==> config.mk <==
export PLATFORM = sky130hd
export DESIGN_NAME = pooling_top
export DESIGN_NICKNAME = d
export VERILOG_FILES = /design/src/common/pooling_pkg.sv /design/src/pooling/pooling_regfile.sv /design/src/pooling/pooling_alu.sv /design/src/pooling/pooling_lane.sv /design/src/pooling/pooling_control.sv /design/src/pooling/pooling_ctrl_skew.sv /design/src/hdl/pooling_top.sv
export VERILOG_INCLUDE_DIRS = /design/src /design/src/common
export SDC_FILE = /design/constraint.sdc
export NUM_CORES = 1
export LEC_CHECK = 0
export BUFFER_PORTS_ARGS = -buffer_cell sky130_fd_sc_hd__buf_2
export CORE_MARGIN = 2
export CORE_UTILIZATION = 32
export CTS_BUF_LIST = sky130_fd_sc_hd__clkbuf_8
export DETAILED_ROUTE_END_ITERATION = 10
export PLACE_DENSITY = 0.45
export SETUP_SLACK_MARGIN = 0.3
export SLEW_MARGIN = 10
export SYNTH_ARGS = -nofsm -noshare
export SYNTH_HDL_FRONTEND = slang
export SYNTH_HIERARCHICAL = 1
export SYNTH_SLANG_ARGS = --single-unit
==> constraint.sdc <==
create_clock -name clk -period 4.8 [get_ports clk]
set_clock_uncertainty 0.2 [all_clocks]
set_input_delay 0.24 -clock clk [delete_from_list [all_inputs] [get_ports clk]]
set_output_delay 0.24 -clock clk [all_outputs]
set_load 0.02 [all_outputs]
==> src/common/pooling_defs.svh <==
`ifndef POOLING_DEFS_SVH
`define POOLING_DEFS_SVH

// Width of one systolic array result and of one pooled output.
`define POOL_DATA_WIDTH 16

// Number of array columns, one pooling lane each.
`define POOL_COLS 8

// Results reduced per window. Must be a power of two.
`define POOL_WIN 4

// log2 of the window length, used as the averaging shift.
`define POOL_WIN_LOG2 2

// Partial-result entries per lane, used ping-pong by consecutive windows.
`define POOL_RF_DEPTH 2

`endif

==> src/common/pooling_pkg.sv <==
`include "pooling_defs.svh"

package pooling_pkg;

    // One array result or one pooled output.
    typedef logic [`POOL_DATA_WIDTH-1:0] pool_data_t;

    // Partial result. The extra bits hold a full window sum
    // of maximal samples without overflow.
    typedef logic [`POOL_DATA_WIDTH+`POOL_WIN_LOG2-1:0] pool_acc_t;

    // Reduction applied over one window.
    typedef enum logic {
        POOL_MAX = 1'b0,
        POOL_AVG = 1'b1
    } pool_mode_t;

    // Control word for one column in one cycle.
    // Column 0 gets it from the sequencer, the others through the skew chain.
    typedef struct packed {
        // Cycle carries window data.
        logic       active;
        // Load the sample instead of combining with the stored partial.
        logic       first;
        // Final sample of the window, register the result.
        logic       last;
        // Register file entry owned by this window.
        logic       slot;
        pool_mode_t mode;
    } pool_ctrl_t;

    // All column results side by side, element i belongs to column i.
    typedef pool_data_t [`POOL_COLS-1:0] pool_data_vec_t;

endpackage

==> src/pooling/pooling_regfile.sv <==
`timescale 1ns/1ns
`include "pooling_defs.svh"

module pooling_regfile (
    input  logic                   clk,
    input  logic                   rst,
    input  logic                   wr_en,
    input  logic                   slot,
    input  pooling_pkg::pool_acc_t wr_data,
    output pooling_pkg::pool_acc_t rd_data
);

    import pooling_pkg::*;

    // One entry per window in flight. Two windows can overlap
    // in a lane only through the ping-pong slots.
    pool_acc_t entry [`POOL_RF_DEPTH];

    always_ff @(posedge clk)
    begin
        if (rst)
        begin
            for (int i = 0; i < `POOL_RF_DEPTH; i++)
            begin
                entry[i] <= '0;
            end
        end
        else if (wr_en)
        begin
            entry[slot] <= wr_data;
        end
    end

    // Read and write share the slot address, so a window reads its
    // own partial value and replaces it in the same cycle.
    assign rd_data = entry[slot];

endmodule

==> src/pooling/pooling_alu.sv <==
`timescale 1ns/1ns
`include "pooling_defs.svh"

module pooling_alu (
    input  pooling_pkg::pool_mode_t mode,
    input  pooling_pkg::pool_data_t sample,
    input  pooling_pkg::pool_acc_t  partial,
    output pooling_pkg::pool_acc_t  combined,
    output pooling_pkg::pool_data_t result
);

    import pooling_pkg::*;

    pool_acc_t sample_ext;

    // Unsigned data, zero extension is enough.
    assign sample_ext = pool_acc_t'(sample);

    always_comb
    begin
        case (mode)
            POOL_MAX:
            begin
                combined = (sample_ext > partial) ? sample_ext : partial;
                // A maximum never leaves the data range.
                result   = pool_data_t'(combined);
            end
            default:
            begin
                combined = sample_ext + partial;
                // Truncating mean, window is a power of two.
                result   = pool_data_t'(combined >> `POOL_WIN_LOG2);
            end
        endcase
    end

endmodule

==> src/pooling/pooling_lane.sv <==
`timescale 1ns/1ns

module pooling_lane (
    input  logic                    clk,
    input  logic                    rst,
    input  pooling_pkg::pool_ctrl_t ctrl,
    input  pooling_pkg::pool_data_t sample,
    output pooling_pkg::pool_data_t pool_out,
    output logic                    pool_done
);

    import pooling_pkg::*;

    pool_acc_t  rd_data;
    pool_acc_t  partial;
    pool_acc_t  combined;
    pool_data_t result;

    // Input select. Zero is neutral for unsigned max and for sum,
    // so the first sample goes through the normal combine path.
    assign partial = ctrl.first ? '0 : rd_data;

    pooling_regfile u_regfile (
        .clk     (clk),
        .rst     (rst),
        .wr_en   (ctrl.active),
        .slot    (ctrl.slot),
        .wr_data (combined),
        .rd_data (rd_data)
    );

    pooling_alu u_alu (
        .mode     (ctrl.mode),
        .sample   (sample),
        .partial  (partial),
        .combined (combined),
        .result   (result)
    );

    always_ff @(posedge clk)
    begin
        if (rst)
        begin
            pool_out  <= '0;
            pool_done <= 1'b0;
        end
        else
        begin
            pool_done <= ctrl.active && ctrl.last;
            if (ctrl.active && ctrl.last)
                pool_out <= result;   // held until the next window ends
        end
    end

    // Even back to back windows are at least POOL_WIN cycles apart.
    a_done_single : assert property (
        @(posedge clk) disable iff (rst)
        pool_done |=> !pool_done
    );

endmodule

==> src/pooling/pooling_control.sv <==
`timescale 1ns/1ns
`include "pooling_defs.svh"

module pooling_control (
    input  logic                    clk,
    input  logic                    rst,
    input  logic                    start,
    input  pooling_pkg::pool_mode_t mode,
    output logic                    busy,
    output pooling_pkg::pool_ctrl_t ctrl
);

    localparam int unsigned CNT_W = (`POOL_WIN_LOG2 > 0) ? `POOL_WIN_LOG2 : 1;
    localparam logic [CNT_W-1:0] CNT_LAST = CNT_W'(`POOL_WIN - 1);

    // Index of the sample that the current control word belongs to.
    logic [CNT_W-1:0] cnt;

    // Slot handed to the next accepted window.
    logic             slot_q;

    logic             accept;

    // The last cycle of a window already counts as free, so a new
    // start can follow directly and the windows run back to back.
    assign busy   = ctrl.active && !ctrl.last;
    assign accept = start && !busy;

    always_ff @(posedge clk)
    begin
        if (rst)
        begin
            cnt    <= '0;
            slot_q <= 1'b0;
            ctrl   <= '0;
        end
        else if (accept)
        begin
            // New window. Mode is sampled together with start.
            cnt         <= '0;
            slot_q      <= ~slot_q;
            ctrl.active <= 1'b1;
            ctrl.first  <= 1'b1;
            ctrl.last   <= (CNT_LAST == '0);
            ctrl.slot   <= slot_q;
            ctrl.mode   <= mode;
        end
        else if (busy)
        begin
            cnt        <= cnt + 1'b1;
            ctrl.first <= 1'b0;
            ctrl.last  <= ((cnt + 1'b1) == CNT_LAST);
        end
        else
        begin
            // Idle. Slot and mode just keep their last value.
            ctrl.active <= 1'b0;
            ctrl.first  <= 1'b0;
            ctrl.last   <= 1'b0;
        end
    end

    // Window markers only ever appear on active cycles.
    a_markers_active : assert property (
        @(posedge clk) disable iff (rst)
        (ctrl.first || ctrl.last) |-> ctrl.active
    );

    // Every window spans exactly the configured number of samples.
    a_window_length : assert property (
        @(posedge clk) disable iff (rst)
        ctrl.first |-> ##(`POOL_WIN - 1) (ctrl.active && ctrl.last)
    );

endmodule

==> src/pooling/pooling_ctrl_skew.sv <==
`timescale 1ns/1ns
`include "pooling_defs.svh"

module pooling_ctrl_skew (
    input  logic                    clk,
    input  logic                    rst,
    input  pooling_pkg::pool_ctrl_t ctrl_in,
    output pooling_pkg::pool_ctrl_t ctrl_out [`POOL_COLS]
);

    import pooling_pkg::*;

    // Column 0 sees the sequencer output directly.
    assign ctrl_out[0] = ctrl_in;

    // One register per further column, matching the diagonal
    // skew of the systolic array outputs.
    generate
        for (genvar i = 1; i < `POOL_COLS; i++)
        begin : g_stage
            pool_ctrl_t stage_q;

            always_ff @(posedge clk)
            begin
                if (rst)
                    stage_q <= '0;
                else
                    stage_q <= ctrl_out[i-1];
            end

            assign ctrl_out[i] = stage_q;

            // The end of a window walks one column per cycle.
            a_last_walks : assert property (
                @(posedge clk) disable iff (rst)
                ctrl_out[i-1].last |=> ctrl_out[i].last
            );
        end
    endgenerate

endmodule

==> src/hdl/pooling_top.sv <==
`timescale 1ns/1ns
`include "pooling_defs.svh"

module pooling_top (
    input  logic                        clk,
    input  logic                        rst,
    input  logic                        start,
    input  pooling_pkg::pool_mode_t     mode,
    input  pooling_pkg::pool_data_vec_t sys_out,
    output logic                        busy,
    output pooling_pkg::pool_data_vec_t pool_out,
    output logic [`POOL_COLS-1:0]       pool_done
);

    import pooling_pkg::*;

    // Control word from the sequencer, before any skew.
    pool_ctrl_t ctrl_col0;

    // Control word seen by each column.
    pool_ctrl_t ctrl_cols [`POOL_COLS];

    pooling_control u_control (
        .clk   (clk),
        .rst   (rst),
        .start (start),
        .mode  (mode),
        .busy  (busy),
        .ctrl  (ctrl_col0)
    );

    pooling_ctrl_skew u_skew (
        .clk      (clk),
        .rst      (rst),
        .ctrl_in  (ctrl_col0),
        .ctrl_out (ctrl_cols)
    );

    // Column i gets its control i cycles late, in step with the
    // array results arriving on sys_out[i].
    generate
        for (genvar i = 0; i < `POOL_COLS; i++)
        begin : g_lane
            pooling_lane u_lane (
                .clk       (clk),
                .rst       (rst),
                .ctrl      (ctrl_cols[i]),
                .sample    (sys_out[i]),
                .pool_out  (pool_out[i]),
                .pool_done (pool_done[i])
            );
        end
    endgenerate

endmodule

======== Word-level counts from Yosys, hierarchy flattened ========
Memories as Yosys holds them, arrays and structs flattened. A register that Yosys moved wholly into a read port is not among the register bits.
Cells that the tools add are included.
Widths: inputs -> output; s select.
storage, ports and cells
  register bits after elaboration ......... 179
  bits in latches ......................... 0
  memory bits (writable) .................. 288
  bits in read-only memories .............. 0
  bits of input ports ..................... 132
  output and inout bits ................... 137
  word-level logic and storage cells ...... 203
  memories ................................ 8
memories
  memory                            words  width  read ports  clocked after memory_dff  write ports  RTL line               source
  g_lane[0].u_lane.u_regfile.entry  2      18     1           1                         2            pooling_regfile.sv:17  pool_acc_t entry [`POOL_RF_DEPTH];
  g_lane[1].u_lane.u_regfile.entry  2      18     1           1                         2            pooling_regfile.sv:17
  g_lane[2].u_lane.u_regfile.entry  2      18     1           1                         2            pooling_regfile.sv:17
  g_lane[3].u_lane.u_regfile.entry  2      18     1           1                         2            pooling_regfile.sv:17
  g_lane[4].u_lane.u_regfile.entry  2      18     1           1                         2            pooling_regfile.sv:17
  g_lane[5].u_lane.u_regfile.entry  2      18     1           1                         2            pooling_regfile.sv:17
  2 more memories                   -      -      -           -                         -            -
operators by class
  add/sub/neg operators ................... 9
  multiply operators ...................... 0
  divide/modulo/power cells ............... 0
  $lt $le $gt $ge ......................... 8
  eq/ne operators ......................... 2
  shift operators ......................... 0
  muxes and demuxes ....................... 94
  bitwise gates (word level) .............. 2
  reduce and logical (&&, ||, !) cells .... 22
operator list
  kind                 number
  $mux 18              32
  $add 16x18->18       8
  $gt 16x18->1         8
  $reduce_or 18->1     8
  $mux 16              8
  $mux 1               53
  $logic_and 1x1->1    10
  $mux 3               1
  $reduce_or 3->1      1
  $add 2x1->2 const B  1
  $eq 2x2->1 const B   1
  $logic_not 1->1      2
  $ne 2x2->1 const B   1
  $not 1->1            2
  $reduce_or 2->1      1

======== Logic depth before layout (Yosys ltp) ========
Gate-level depths: netlist of run 1.
  word-level depth ........................ 6
  mapped depth ............................ 18
  gate-level depth less buffers ........... 12

======== By module ========
Netlist of run 1, hierarchy kept.
modules (own cells, without submodules)
  module                                     times used  cells an instance  area an instance (sq um)  sequential area each (sq um)
  pooling_alu at g_lane[0].u_lane.u_alu ...  5           346                2,509.9                   0.0
  pooling_regfile                            8           121                1,567.8                   1,081.0
  pooling_lane                               8           96                 920.9                     340.3
  pooling_alu at g_lane[6].u_lane.u_alu ...  2           276                1,956.9                   0.0
  pooling_alu at g_lane[1].u_lane.u_alu      1           352                2,309.7                   0.0
  pooling_ctrl_skew                          1           78                 1,003.5                   700.7
  pooling_control                            1           32                 297.8                     160.2

======== Worst setup path before layout of run 1 ========
Ideal clock, no wire load.
  path kind ............................... register -> register
  start point ............................. register u_skew.g_stage[1].stage_q (netlist bit u_skew/ctrl_out[31])
  end point ............................... memory g_lane[1].u_lane/u_regfile/entry[1][9] in the netlist's numbering (data pin)
  library setup time ...................... 0.256 ns
  arrival time ............................ 3.351 ns
  data required time ...................... 4.344 ns
  path slack .............................. 0.994 ns
  stages on the path, launching flop included .. 19
  path buffers ............................ 6
  period minus slack after synthesis ...... 3.806 ns
  cells stage by stage .................... dfxtp_1 -> buf_2 -> mux2_2 -> nor2b_1 -> inv_1 -> ha_1 -> clkbuf_2 -> nand3_2 -> or4_4 -> buf_6 -> a31o_1 -> buf_6 -> and2_4 -> buf_6 -> buf_6 -> o311ai_2 -> a21oi_1 -> nand2_1 -> nor2_1
RTL lines
  element                   RTL line                 source
  start: declaration        pooling_ctrl_skew.sv:21  pool_ctrl_t stage_q;
  start signal: assignment  pooling_ctrl_skew.sv:28  stage_q <= ctrl_out[i-1];
  end: declaration          pooling_regfile.sv:17

==> run_results.csv, run 1 <==
group,metric,value,unit
worst_setup_path,slowest_delay,0.55,ns
outcome,status,"completed",
timing,whs,0.141,ns
cts,clockRootBuffer,"clkbuf_8",
logic_synthesis,synth_top_area_frac,0.216,
worst_setup_path,critical_path_class,"flip-flop to flip-flop",
route,via_per_inst,5.14,
route,drcViolationCount,0,
pwr,peakVddDrop,163,µV
cts,cts_tree,"built",
layout,final_common_cell,"nor2_1",
timing,period_needed,4.29,ns
layout,final_cell_mix,"nor2_1, nand2_1, inv_1, edfxtp_1, buf_2",
timing,fin_crit_sh,0.894,
layout,drive_gt1_frac,0.208,
logic_synthesis,yosysSeqAreaShare,0.306,
worst_setup_path,cp.arrival,4.77,ns
logic_synthesis,ys.flop_type,"edfxtp_1",
logic_synthesis,synth_seq_cells,467,
worst_setup_path,end_kind,"flip-flop",
pwr,leakage,18.1,nW
die,io_pins,269,
worst_setup_path,slowest_stage,"dlygate4sd3_1",
route,drtIter0Drc,2009,
timing,hold_violations,0,
timing,setup_tns,0,ns
timing,tightestPinTransition,1.18,ns
die,core_area,0.124,mm²
route,wl_per_cell,19.1,µm
logic_synthesis,synth_area,0.0400,mm²
timing,finalMaxSlewViolations,0,
cts,cts_made_buffers,96,
global_routing,antenna_found_initial,15,
route,via_count,33381,
layout,areaGrowthSynthToFinish,13.8,%
die,num_rows,129,
global_routing,use_met2,0.310,
cts,htreeDepth,3,
pwr,power_density,254,mW/mm²
timing,rsz0062_at_grt,"yes",
hold_path,hold_class,"input pin to flip-flop",
global_routing,grt-ovfl-total,0,
layout,layout.nets,5164,
logic_synthesis,syn_nets,4877,
global_routing,grtUsageMet1,0.260,
cts,clock_sinks,467,
logic_synthesis,syn_inst,4480,
cts,insertion_delay,0.76,ns
worst_setup_path,path_cells,"buf_4 -> mux2_2 -> nor2b_1 -> inv_1 -> ha_1 -> inv_1 -> nor4_1 -> nand3_1 -> a31oi_4 -> buf_4 -> mux2_4 -> a21oi_1 -> dlygate4sd3_1 -> nand3_1 -> a21oi_2",
die,dieArea,0.128,mm²
die,die_y,357,µm
global_routing,first_global_vias,32944,
place,portBuffers,268,
timing,max_freq,233,MHz
job,cap_violations,0,
global_routing,grt_use_total,0.190,
die,initial_utilization,0.323,
logic_synthesis,synth.area.top_cells,"edfxtp_1, dfxtp_1, ha_1",
global_routing,grt_max_degree,96,
route,firstDrtPassIters,7,
route,drtAntennaViolNets,0,
global_routing,grt_pass1_wl,193000,µm
logic_synthesis,synth_top_area_cell,"edfxtp_1",
place,gp_congestion,0.880,
cts,clk_pin_slew,0.06,ns
timing,slew_headroom,0.216,
logic_synthesis,synth_edf_count,288,
logic_synthesis,async_flop_share,0,
logic_synthesis,avgSynthCellArea,8.92,µm²
timing,setup_viol,0,
cts,cts_max_path_buffers,3,
logic_synthesis,yosys_warnings,6,
logic_synthesis,ys_types,92,
global_routing,busiest_layer,"met2",
worst_setup_path,required,5.28,ns
worst_setup_path,cp_max_fo,22,
place,hpwl,90000,µm
global_routing,use_met3,0.0281,
route,drt_wl_total,124000,µm
worst_setup_path,critPathLaunchType,"flip-flop",
die,die_w,357,µm
[logic make-up after synthesis]
family          Yosys count  synth area share
buf+inv                 594            0.0787
xor+xnor                 95            0.0208
fa+ha+maj               265            0.0844
mux                     280            0.0769
flops                   467             0.306
simple gates           1776             0.217
compound gates         1003             0.217
[flip-flops by register name, indices dropped and copies added (netlist names)]
name	flops
g_lane.u_lane/u_regfile/entry	288
g_lane.u_lane/pool_out	128
u_skew/ctrl_out	35
g_lane.u_lane/pool_done	8
u_control/ctrl	5
u_control/cnt	2
u_control/slot_q	1
[synthesized netlist by cell type (50+ instances only)]
cell type  number
nor3_1        114
a21oi_1       211
a21bo_1       104
clkbuf_1       88
or3_1          75
dfxtp_1       179
ha_1          257
buf_2         124
nor2b_1       227
mux2i_1       110
o21ai_0        51
o31ai_4        50
nor2_1        596
a21oi_2       104
inv_1         270
mux2_2        154
xnor2_1        80
edfxtp_1      288
buf_6          75
nand3_1       160
nand2_1       358
a211oi_1       88
[worst max-delay path: cells and delay by family, from the launching register on]
family / cells / cell delay [ns]
and+or+nand+nor: 4 / 0.95
muxes: 2 / 0.55
buffers and inverters: 5 / 1.30
AOI/OAI and AO/OA: 3 / 0.45
DFF: 1 / 0.30
adders and majority gates: 1 / 0.48
[path summary, 6_finish.rpt]
| kind | startpoint | endpoint | slack [ns] | depth (start not counted) |
|---|---|---|---|---|
| worst max-delay path | u_skew/ctrl_out[1]$_SDFF_PP0_ | g_lane[7].u_lane/pool_out[10]$_SDFFE_PP0P_ | 0.51 | 15 |
| worst min-delay path | sys_out[98] | g_lane[6].u_lane/pool_out[0]$_SDFFE_PP0P_ | 0.14 | 6 |
| worst max register to register | u_skew/ctrl_out[1]$_SDFF_PP0_ | g_lane[7].u_lane/pool_out[10]$_SDFFE_PP0P_ | 0.51 | 15 |
| worst min register to register | u_skew/ctrl_out[22]$_SDFF_PP0_ | u_skew/ctrl_out[17]$_SDFF_PP0_ | 0.27 | 1 |
[where the power goes]
| part | internal (mW) | switching, mW |
|---|---|---|
| Sequential | 4.37 | 0.0486 |
| Combinational | 1.06 | 1.70 |
| Clock | 2.42 | 1.98 |
[repair_timing]
item	CTS	global route
endpoints found under the setup margin	0	7
endpoints found under the hold margin	401	0
setup buffers	0	0
resized for setup	0	3
hold buffers	133	0
[metal layers]
| layer | wire (µm) | vias up | part of all wire |
|---|---|---|---|
| met5 | 126 | - | 0.0010 |
| met4 | 2600 | 20 | 0.021 |
| met3 | 5520 | 146 | 0.044 |
| met2 | 57300 | 675 | 0.46 |
| met1 | 58500 | 15960 | 0.47 |
| li1 | - | 16580 | - |
[stage by stage]
stage	setup slack, ns	cell area, µm²	cells	util	power, mW
3_3_place_gp	0.520	42200	6173	0.341	7.17
4_1_cts	0.455	45500	6487	0.368	11.8
3_5_place_dp	0.500	42200	6173	0.341	7.15
6_report	0.511	45500	6490	0.368	11.6
5_1_grt	0.262	45500	6489	0.368	12.3
2_1_floorplan	0.994	40000	4480	-	6.40
[layout make-up]
| class | instances | area [µm²] |
|---|---|---|
| clock inverter | 75 | 546 |
| antenna | 3 | 7.51 |
| multi-input combinational | 3419 | 24600 |
| inverter | 275 | 1030 |
| timing repair buffer | 508 | 3520 |
| fill | 12796 | 78300 |
| sequential | 467 | 12300 |
| clock buffer | 106 | 1460 |
| tap | 1637 | 2050 |
Power figures use the tool's default switching activity.
==> run 2: changes to the inputs <==
--- a/config.mk
+++ b/config.mk
@@ -6,12 +6,12 @@
 export SDC_FILE = /design/constraint.sdc
 export NUM_CORES = 1
 export LEC_CHECK = 0
-export BUFFER_PORTS_ARGS = -buffer_cell sky130_fd_sc_hd__buf_2
 export CORE_MARGIN = 2
 export CORE_UTILIZATION = 32
 export CTS_BUF_LIST = sky130_fd_sc_hd__clkbuf_8
 export DETAILED_ROUTE_END_ITERATION = 10
-export PLACE_DENSITY = 0.45
+export DONT_BUFFER_PORTS = 1
+export PLACE_DENSITY = 0.43
 export SETUP_SLACK_MARGIN = 0.3
 export SLEW_MARGIN = 10
 export SYNTH_ARGS = -nofsm -noshare
==> run_results.csv, run 2 (same netlist as run 1, synthesis figures left out) <==
group,metric,value,unit
worst_setup_path,end_kind,"flip-flop",
cts,clock_sinks,467,
place,dpl-instance-area,0.0408,mm²
global_routing,grt_max_degree,168,
global_routing,grt-ovfl-total,0,
global_routing,grt_use_total,0.201,
worst_setup_path,cpMostUsedCell,"mux2_2",
worst_setup_path,cp_max_fo,11,
worst_setup_path,cp.arrival,4.85,ns
timing,period_needed,4.35,ns
global_routing,antenna_found_initial,12,
worst_setup_path,required,5.30,ns
die,dieArea,0.128,mm²
worst_setup_path,critPathLaunchType,"flip-flop",
die,initial_utilization,0.323,
place,hpwl,90100,µm
worst_setup_path,slowest_stage,"dlygate4sd3_1",
hold_path,whs_path_depth,5,
route,drtIter0Drc,1890,
global_routing,first_global_vias,33123,
route,via_per_inst,5.25,
hold_path,min-delay-start,"sys_out[107]",
worst_setup_path,crit_path_start,"u_skew/ctrl_out[6]$_SDFF_PP0_",
outcome,status,"completed",
pwr,leakage,17.5,nW
route,drtAntennaViolNets,0,
layout,drive_gt1_frac,0.171,
timing,tightestPinTransition,1.29,ns
layout,fillers,12729,
timing,max_freq,230,MHz
place,placed_cells,5908,
job,cap_violations,0,
layout,areaGrowthSynthToFinish,13.5,%
die,io_pins,269,
route,drt_wl_total,132000,µm
place,gp_congestion,0.852,
cts,clk_pin_slew,0.06,ns
layout,final_util,0.367,
timing,setup_viol,0,
die,core_area,0.124,mm²
timing,finalMaxSlewViolations,0,
timing,hold_violations,0,
timing,fin_crit_sh,0.905,
pwr,finalPower,11.4,mW
worst_setup_path,reg2regPathDepth,14,
place,place_ws,0.411,ns
layout,regMostFlops,"g_lane.u_lane/u_regfile/entry",
place,portBuffers,0,
layout,fin_area,0.0454,mm²
layout,finalNonFillerCells,6319,
layout,largest_register_ffs,288,
worst_setup_path,critical_path_class,"flip-flop to flip-flop",
timing,setup_ws,0.454,ns
timing,slew_headroom,0.142,
pwr,peakVddDrop,161,µV
hold_path,hold_class,"input pin to flip-flop",
timing,setup_tns,0,ns
cts,cts_max_path_buffers,3,
worst_setup_path,r2r_end,"g_lane[6].u_lane/pool_out[15]$_SDFFE_PP0P_",
worst_setup_path,slowest_delay,0.58,ns
layout,layout.nets,4997,
pwr,power_density,252,mW/mm²
cts,cts_tree,"built",
layout,final_common_cell,"nor2_1",
hold_path,holdPathEnd,"g_lane[6].u_lane/pool_out[9]$_SDFFE_PP0P_",
worst_setup_path,path_cells,"buf_4 -> mux2_2 -> nor2b_1 -> inv_1 -> ha_1 -> nand4_1 -> a211oi_1 -> o31ai_1 -> a31oi_4 -> mux2_2 -> a31oi_1 -> nand3_1 -> a21oi_1 -> dlygate4sd3_1",
route,via_count,33201,
route,firstDrtPassIters,5,
worst_setup_path,reg2reg_slack,0.45,ns
worst_setup_path,r2r-start,"u_skew/ctrl_out[6]$_SDFF_PP0_",
route,drcViolationCount,0,
die,die_y,357,µm
die,num_rows,129,
timing,whs,0.0471,ns
layout,final_cell_mix,"nor2_1, nand2_1, inv_1, edfxtp_1, ha_1",
cts,insertion_delay,0.78,ns
cts,cts_made_buffers,95,
global_routing,grt_pass1_wl,202000,µm
cts,clockRootBuffer,"clkbuf_8",
timing,rsz0062_at_grt,"yes",
cts,htreeDepth,3,
die,die_w,357,µm
route,wl_per_cell,20.9,µm
-- run 2: changes by cell type in the layout (fill, tap and decap cells not counted), sizes merged, moves of 2 or more --
cell         change
buf            -253
bufinv           -2
clkbuf           +3
clkinv          -11
clkinvlp         -3
dlygate4sd3     +86
inv              +7
-- run 2: layout make-up --
type,instances,area (µm²),area share
inverters,275,1030,0.0228
repair buffers,341,3230,0.0711
well taps,1637,2050,0.0451
multi-input cells,3420,24900,0.548
clock inverters,66,424,0.00935
diodes,4,10.0,0.000221
clock buffers,109,1500,0.0331
flip-flops and latches,467,12300,0.270
-- run 2: what timing repair did --
item / CTS / global route
hold endpoints to repair: 439 / 0
hold buffers: 222 / 0
setup buffers: 0 / 9
endpoints found under the setup margin: 0 / 106
resized for setup: 0 / 67
-- run 2: where the power goes --
group          leakage, nW  switching, mW  internal, mW  total (mW)
clock                 1.15           1.91          2.33        4.24
combinational         11.9           1.70          1.06        2.76
sequential            4.44         0.0464          4.37        4.42
total                 17.5           3.65          7.76        11.4
-- run 2: worst max path at each step --
stage	end	slack, ns
floorplan	g_lane[1].u_lane/u_regfile/entry[1][9]$_SDFFCE_PN0P_	0.99
global placement	g_lane[1].u_lane/u_regfile/entry[0][14]$_SDFFCE_PN0P_	0.43
detailed placement	g_lane[1].u_lane/u_regfile/entry[0][14]$_SDFFCE_PN0P_	0.41
CTS	g_lane[4].u_lane/pool_out[10]$_SDFFE_PP0P_	0.31
global route	g_lane[1].u_lane/u_regfile/entry[1][3]$_SDFFCE_PN0P_	0.24
finish	g_lane[6].u_lane/pool_out[15]$_SDFFE_PP0P_	0.45
-- run 2: critical path, delay by kind of cell (launching register included) --
kind	cells	cell delay, ns
AO/OA/AOI/OAI	5	1.35
adder cells (fa/ha/maj)	1	0.41
buffers and inverters	3	0.84
flip-flops	1	0.31
multiplexers	2	0.65
AND/OR/NAND/NOR	3	0.53
-- run 2: metal layers --
| metal | up-vias | track usage | part of all wire |
|---|---|---|---|
| li1 | 16236 | - | - |
| met1 | 16071 | 0.267 | 0.46 |
| met2 | 720 | 0.333 | 0.47 |
| met3 | 172 | 0.0405 | 0.051 |
| met4 | 2 | 0.0513 | 0.023 |
| met5 | - | 0 | 0.00012 |
==> run 3: changes to the inputs <==
--- a/config.mk
+++ b/config.mk
@@ -6,6 +6,7 @@
 export SDC_FILE = /design/constraint.sdc
 export NUM_CORES = 1
 export LEC_CHECK = 0
+export ABC_AREA = 1
 export CORE_MARGIN = 2
 export CORE_UTILIZATION = 32
 export CTS_BUF_LIST = sky130_fd_sc_hd__clkbuf_8
==> run_results.csv, run 3 <==
group,metric,value,unit
outcome,status,"completed",
layout,final_common_cell,"nand2_1",
route,drtAntennaViolNets,0,
route,drcViolationCount,0,
timing,max_freq,239,MHz
worst_setup_path,reg2reg_slack,0.62,ns
global_routing,first_global_vias,32852,
die,dieArea,0.121,mm²
die,initial_utilization,0.323,
pwr,power_density,268,mW/mm²
place,portBuffers,0,
hold_path,holdPathEnd,"g_lane[4].u_lane/pool_out[5]$_SDFFE_PP0P_",
route,via_count,33657,
cts,insertion_delay,0.80,ns
worst_setup_path,r2r_end,"g_lane[2].u_lane/pool_out[11]$_SDFFE_PP0P_",
pwr,power_frac_comb,0.230,
route,wl_per_cell,16.9,µm
worst_setup_path,cpMostUsedCell,"nand2_1",
logic_synthesis,synth_most_common_cell,"nand2_1",
global_routing,grt_max_degree,64,
timing,setup_ws,0.622,ns
worst_setup_path,required,5.26,ns
timing,hold_violations,0,
logic_synthesis,synth_top_area_frac,0.229,
pwr,finalPower,11.4,mW
hold_path,min-delay-start,"sys_out[71]",
pwr,internal_power,7.60,mW
hold_path,hold_class,"input pin to flip-flop",
timing,tightestPinTransition,1.13,ns
worst_setup_path,path_cells,"nor2_1 -> inv_1 -> ha_1 -> nand2_1 -> nand2_1 -> nand2_1 -> nand2_1 -> a21boi_2 -> nand3_4 -> nand2_4 -> nand2_4 -> nand3_2 -> nand2_1 -> dlygate4sd3_1 -> nor2_1 -> nor2_1",
layout,layout.nets,6107,
die,die_w,347,µm
pwr,peakVddDrop,182,µV
timing,fin_crit_sh,0.870,
die,io_pins,269,
logic_synthesis,yosysSeqAreaShare,0.325,
worst_setup_path,end_kind,"flip-flop",
timing,setup_viol,0,
logic_synthesis,avgSynthCellArea,6.82,µm²
pwr,leakage,22.7,nW
logic_synthesis,synth_seq_cells,467,
cts,clockRootBuffer,"clkbuf_8",
worst_setup_path,critical_path_class,"flip-flop to flip-flop",
logic_synthesis,syn_nets,5926,
logic_synthesis,syn_inst,5529,
logic_synthesis,ys_types,39,
timing,rsz0062_at_grt,"no",
cts,clk_pin_slew,0.06,ns
worst_setup_path,r2r-start,"u_skew/ctrl_out[28]$_SDFF_PP0_",
global_routing,antenna_found_initial,6,
layout,largest_register_ffs,288,
layout,final_util,0.365,
place,hpwl,89900,µm
worst_setup_path,critPathLaunchType,"flip-flop",
logic_synthesis,synthTopCellsByCount,"nand2_1, inv_1, nor2_1, nand3_1, edfxtp_1",
die,num_rows,125,
logic_synthesis,synth.area.top_cells,"edfxtp_1, nand2_1, inv_1",
logic_synthesis,synth_top_area_cell,"edfxtp_1",
timing,whs,0.0856,ns
die,core_area,0.117,mm²
logic_synthesis,synth_area,0.0377,mm²
route,via_per_inst,4.60,
die,die_y,347,µm
layout,areaGrowthSynthToFinish,12.8,%
logic_synthesis,async_flop_share,0,
pwr,netSwitchingFraction,0.334,
cts,cts_made_buffers,95,
pwr,p_sw,3.81,mW
layout,regMostFlops,"g_lane.u_lane/u_regfile/entry",
layout,drive_gt1_frac,0.0996,
worst_setup_path,cp_max_fo,17,
timing,finalMaxSlewViolations,0,
route,firstDrtPassIters,5,
timing,slew_headroom,0.245,
route,drt_wl_total,124000,µm
global_routing,grt_use_total,0.203,
cts,cts_tree,"built",
worst_setup_path,cp.arrival,4.64,ns
pwr,seqPwrFrac,0.387,
logic_synthesis,ys.flop_type,"edfxtp_1",
global_routing,grt-ovfl-total,0,
global_routing,grt_pass1_wl,193000,µm
job,cap_violations,0,
pwr,pwr-share-clk,0.383,
timing,period_needed,4.18,ns
cts,clock_sinks,467,
route,drtIter0Drc,2134,
logic_synthesis,yosys_warnings,6,
place,place_ws,0.871,ns
worst_setup_path,reg2regPathDepth,16,
logic_synthesis,synth_edf_count,288,
layout,final_cell_mix,"nand2_1, inv_1, nor2_1, nand3_1, edfxtp_1",
hold_path,whs_path_depth,6,
cts,cts_max_path_buffers,3,
timing,setup_tns,0,ns
place,gp_congestion,0.902,
worst_setup_path,slowest_stage,"dfxtp_1",
cts,htreeDepth,3,
worst_setup_path,slowest_delay,0.90,ns
## run 3: cell count changes in the layout (fill, tap and decap cells not counted), moves of 82 or more
cell      previous run  this run
o21ai_0             51       133
nor2_1             596       823
inv_1              316      1076
mux2_2             154         0
nand3_1            160       365
nand2_1            358      1595
nand3_2              1       113
nor2b_1            211         0
nor3_1             112        22
mux2i_1            107         0
a211oi_1            84         0
a21bo_1            104         0
a21oi_2            104         0
## run 3: power groups by stage
stage	clock network [mW]	logic, mW	registers, mW
after global routing	4.73	2.96	4.42
after detailed placement	0	2.38	4.50
after floorplan	0	1.81	4.47
after global placement	0	2.39	4.50
final	4.37	2.63	4.41
after CTS	4.57	2.62	4.41
## run 3: worst max-delay path, delay by kind of cell (launching register included)
kind | cells | cell delay [ns]
AOI/OAI and AO/OA | 1 | 0.20
adders and majority gates | 1 | 0.31
DFF | 1 | 0.90
and+or+nand+nor | 12 | 1.64
buffers and inverters | 2 | 0.80
## run 3: how the worst max path moves through the flow
| stage | startpoint | to | depth (start not counted) |
|---|---|---|---|
| finish | u_skew/ctrl_out[28]$_SDFF_PP0_ | g_lane[2].u_lane/pool_out[11]$_SDFFE_PP0P_ | 16 |
| global route | u_control/ctrl[1]$_SDFFE_PP0P_ | g_lane[0].u_lane/pool_out[2]$_SDFFE_PP0P_ | 20 |
| CTS | u_skew/ctrl_out[11]$_SDFF_PP0_ | g_lane[5].u_lane/pool_out[4]$_SDFFE_PP0P_ | 17 |
| detailed placement | u_skew/ctrl_out[11]$_SDFF_PP0_ | g_lane[5].u_lane/u_regfile/entry[0][15]$_SDFFCE_PN0P_ | 16 |
| global placement | u_skew/ctrl_out[11]$_SDFF_PP0_ | g_lane[5].u_lane/u_regfile/entry[0][15]$_SDFFCE_PN0P_ | 16 |
| floorplan | u_control/ctrl[1]$_SDFFE_PP0P_ | g_lane[0].u_lane/u_regfile/entry[0][10]$_SDFFCE_PN0P_ | 21 |
## run 3: per-stage QoR
step | instance area (µm²) | instances
floorplan | 37700 | 5529
global placement | 38600 | 6942
detailed placement | 38600 | 6942
CTS | 42400 | 7309
global route | 42500 | 7319
finish | 42500 | 7319
## run 3: routing by layer
metal / up-vias / share of wire / global-route usage
met5: - / 0.00033 / 0
met4: 6 / 0.020 / 0.0549
met3: 150 / 0.060 / 0.0406
met2: 759 / 0.43 / 0.316
met1: 15416 / 0.49 / 0.284
li1: 17326 / - / -
## run 3: cell type report
class                   instances  area, µm²
diodes                          3       7.51
clock buffers                 108       1490
clock inverters                71        487
fillers                     12690      74000
inverters                    1078       4050
multi-input cells            3839      20100
flip-flops and latches        467      12200
well taps                    1524       1910
repair buffers                229       2210
## run 3: timing repair
| item | CTS | global route |
|---|---|---|
| gates resized for setup | 0 | 4 |
| buffers inserted | 0 | 7 |
| endpoints found under the hold margin | 467 | 0 |
| endpoints found under the setup margin | 0 | 7 |
| hold buffers | 188 | 0 |
## run 3: logic make-up after synthesis
family | count (synthesis) | synth area share
XOR/XNOR | 3 | 0.000697
AO/OA/AOI/OAI | 373 | 0.0528
adder cells (fa/ha/maj) | 265 | 0.0896
flip-flops | 467 | 0.325
AND/OR/NAND/NOR | 3198 | 0.391
buffers and inverters | 1223 | 0.141
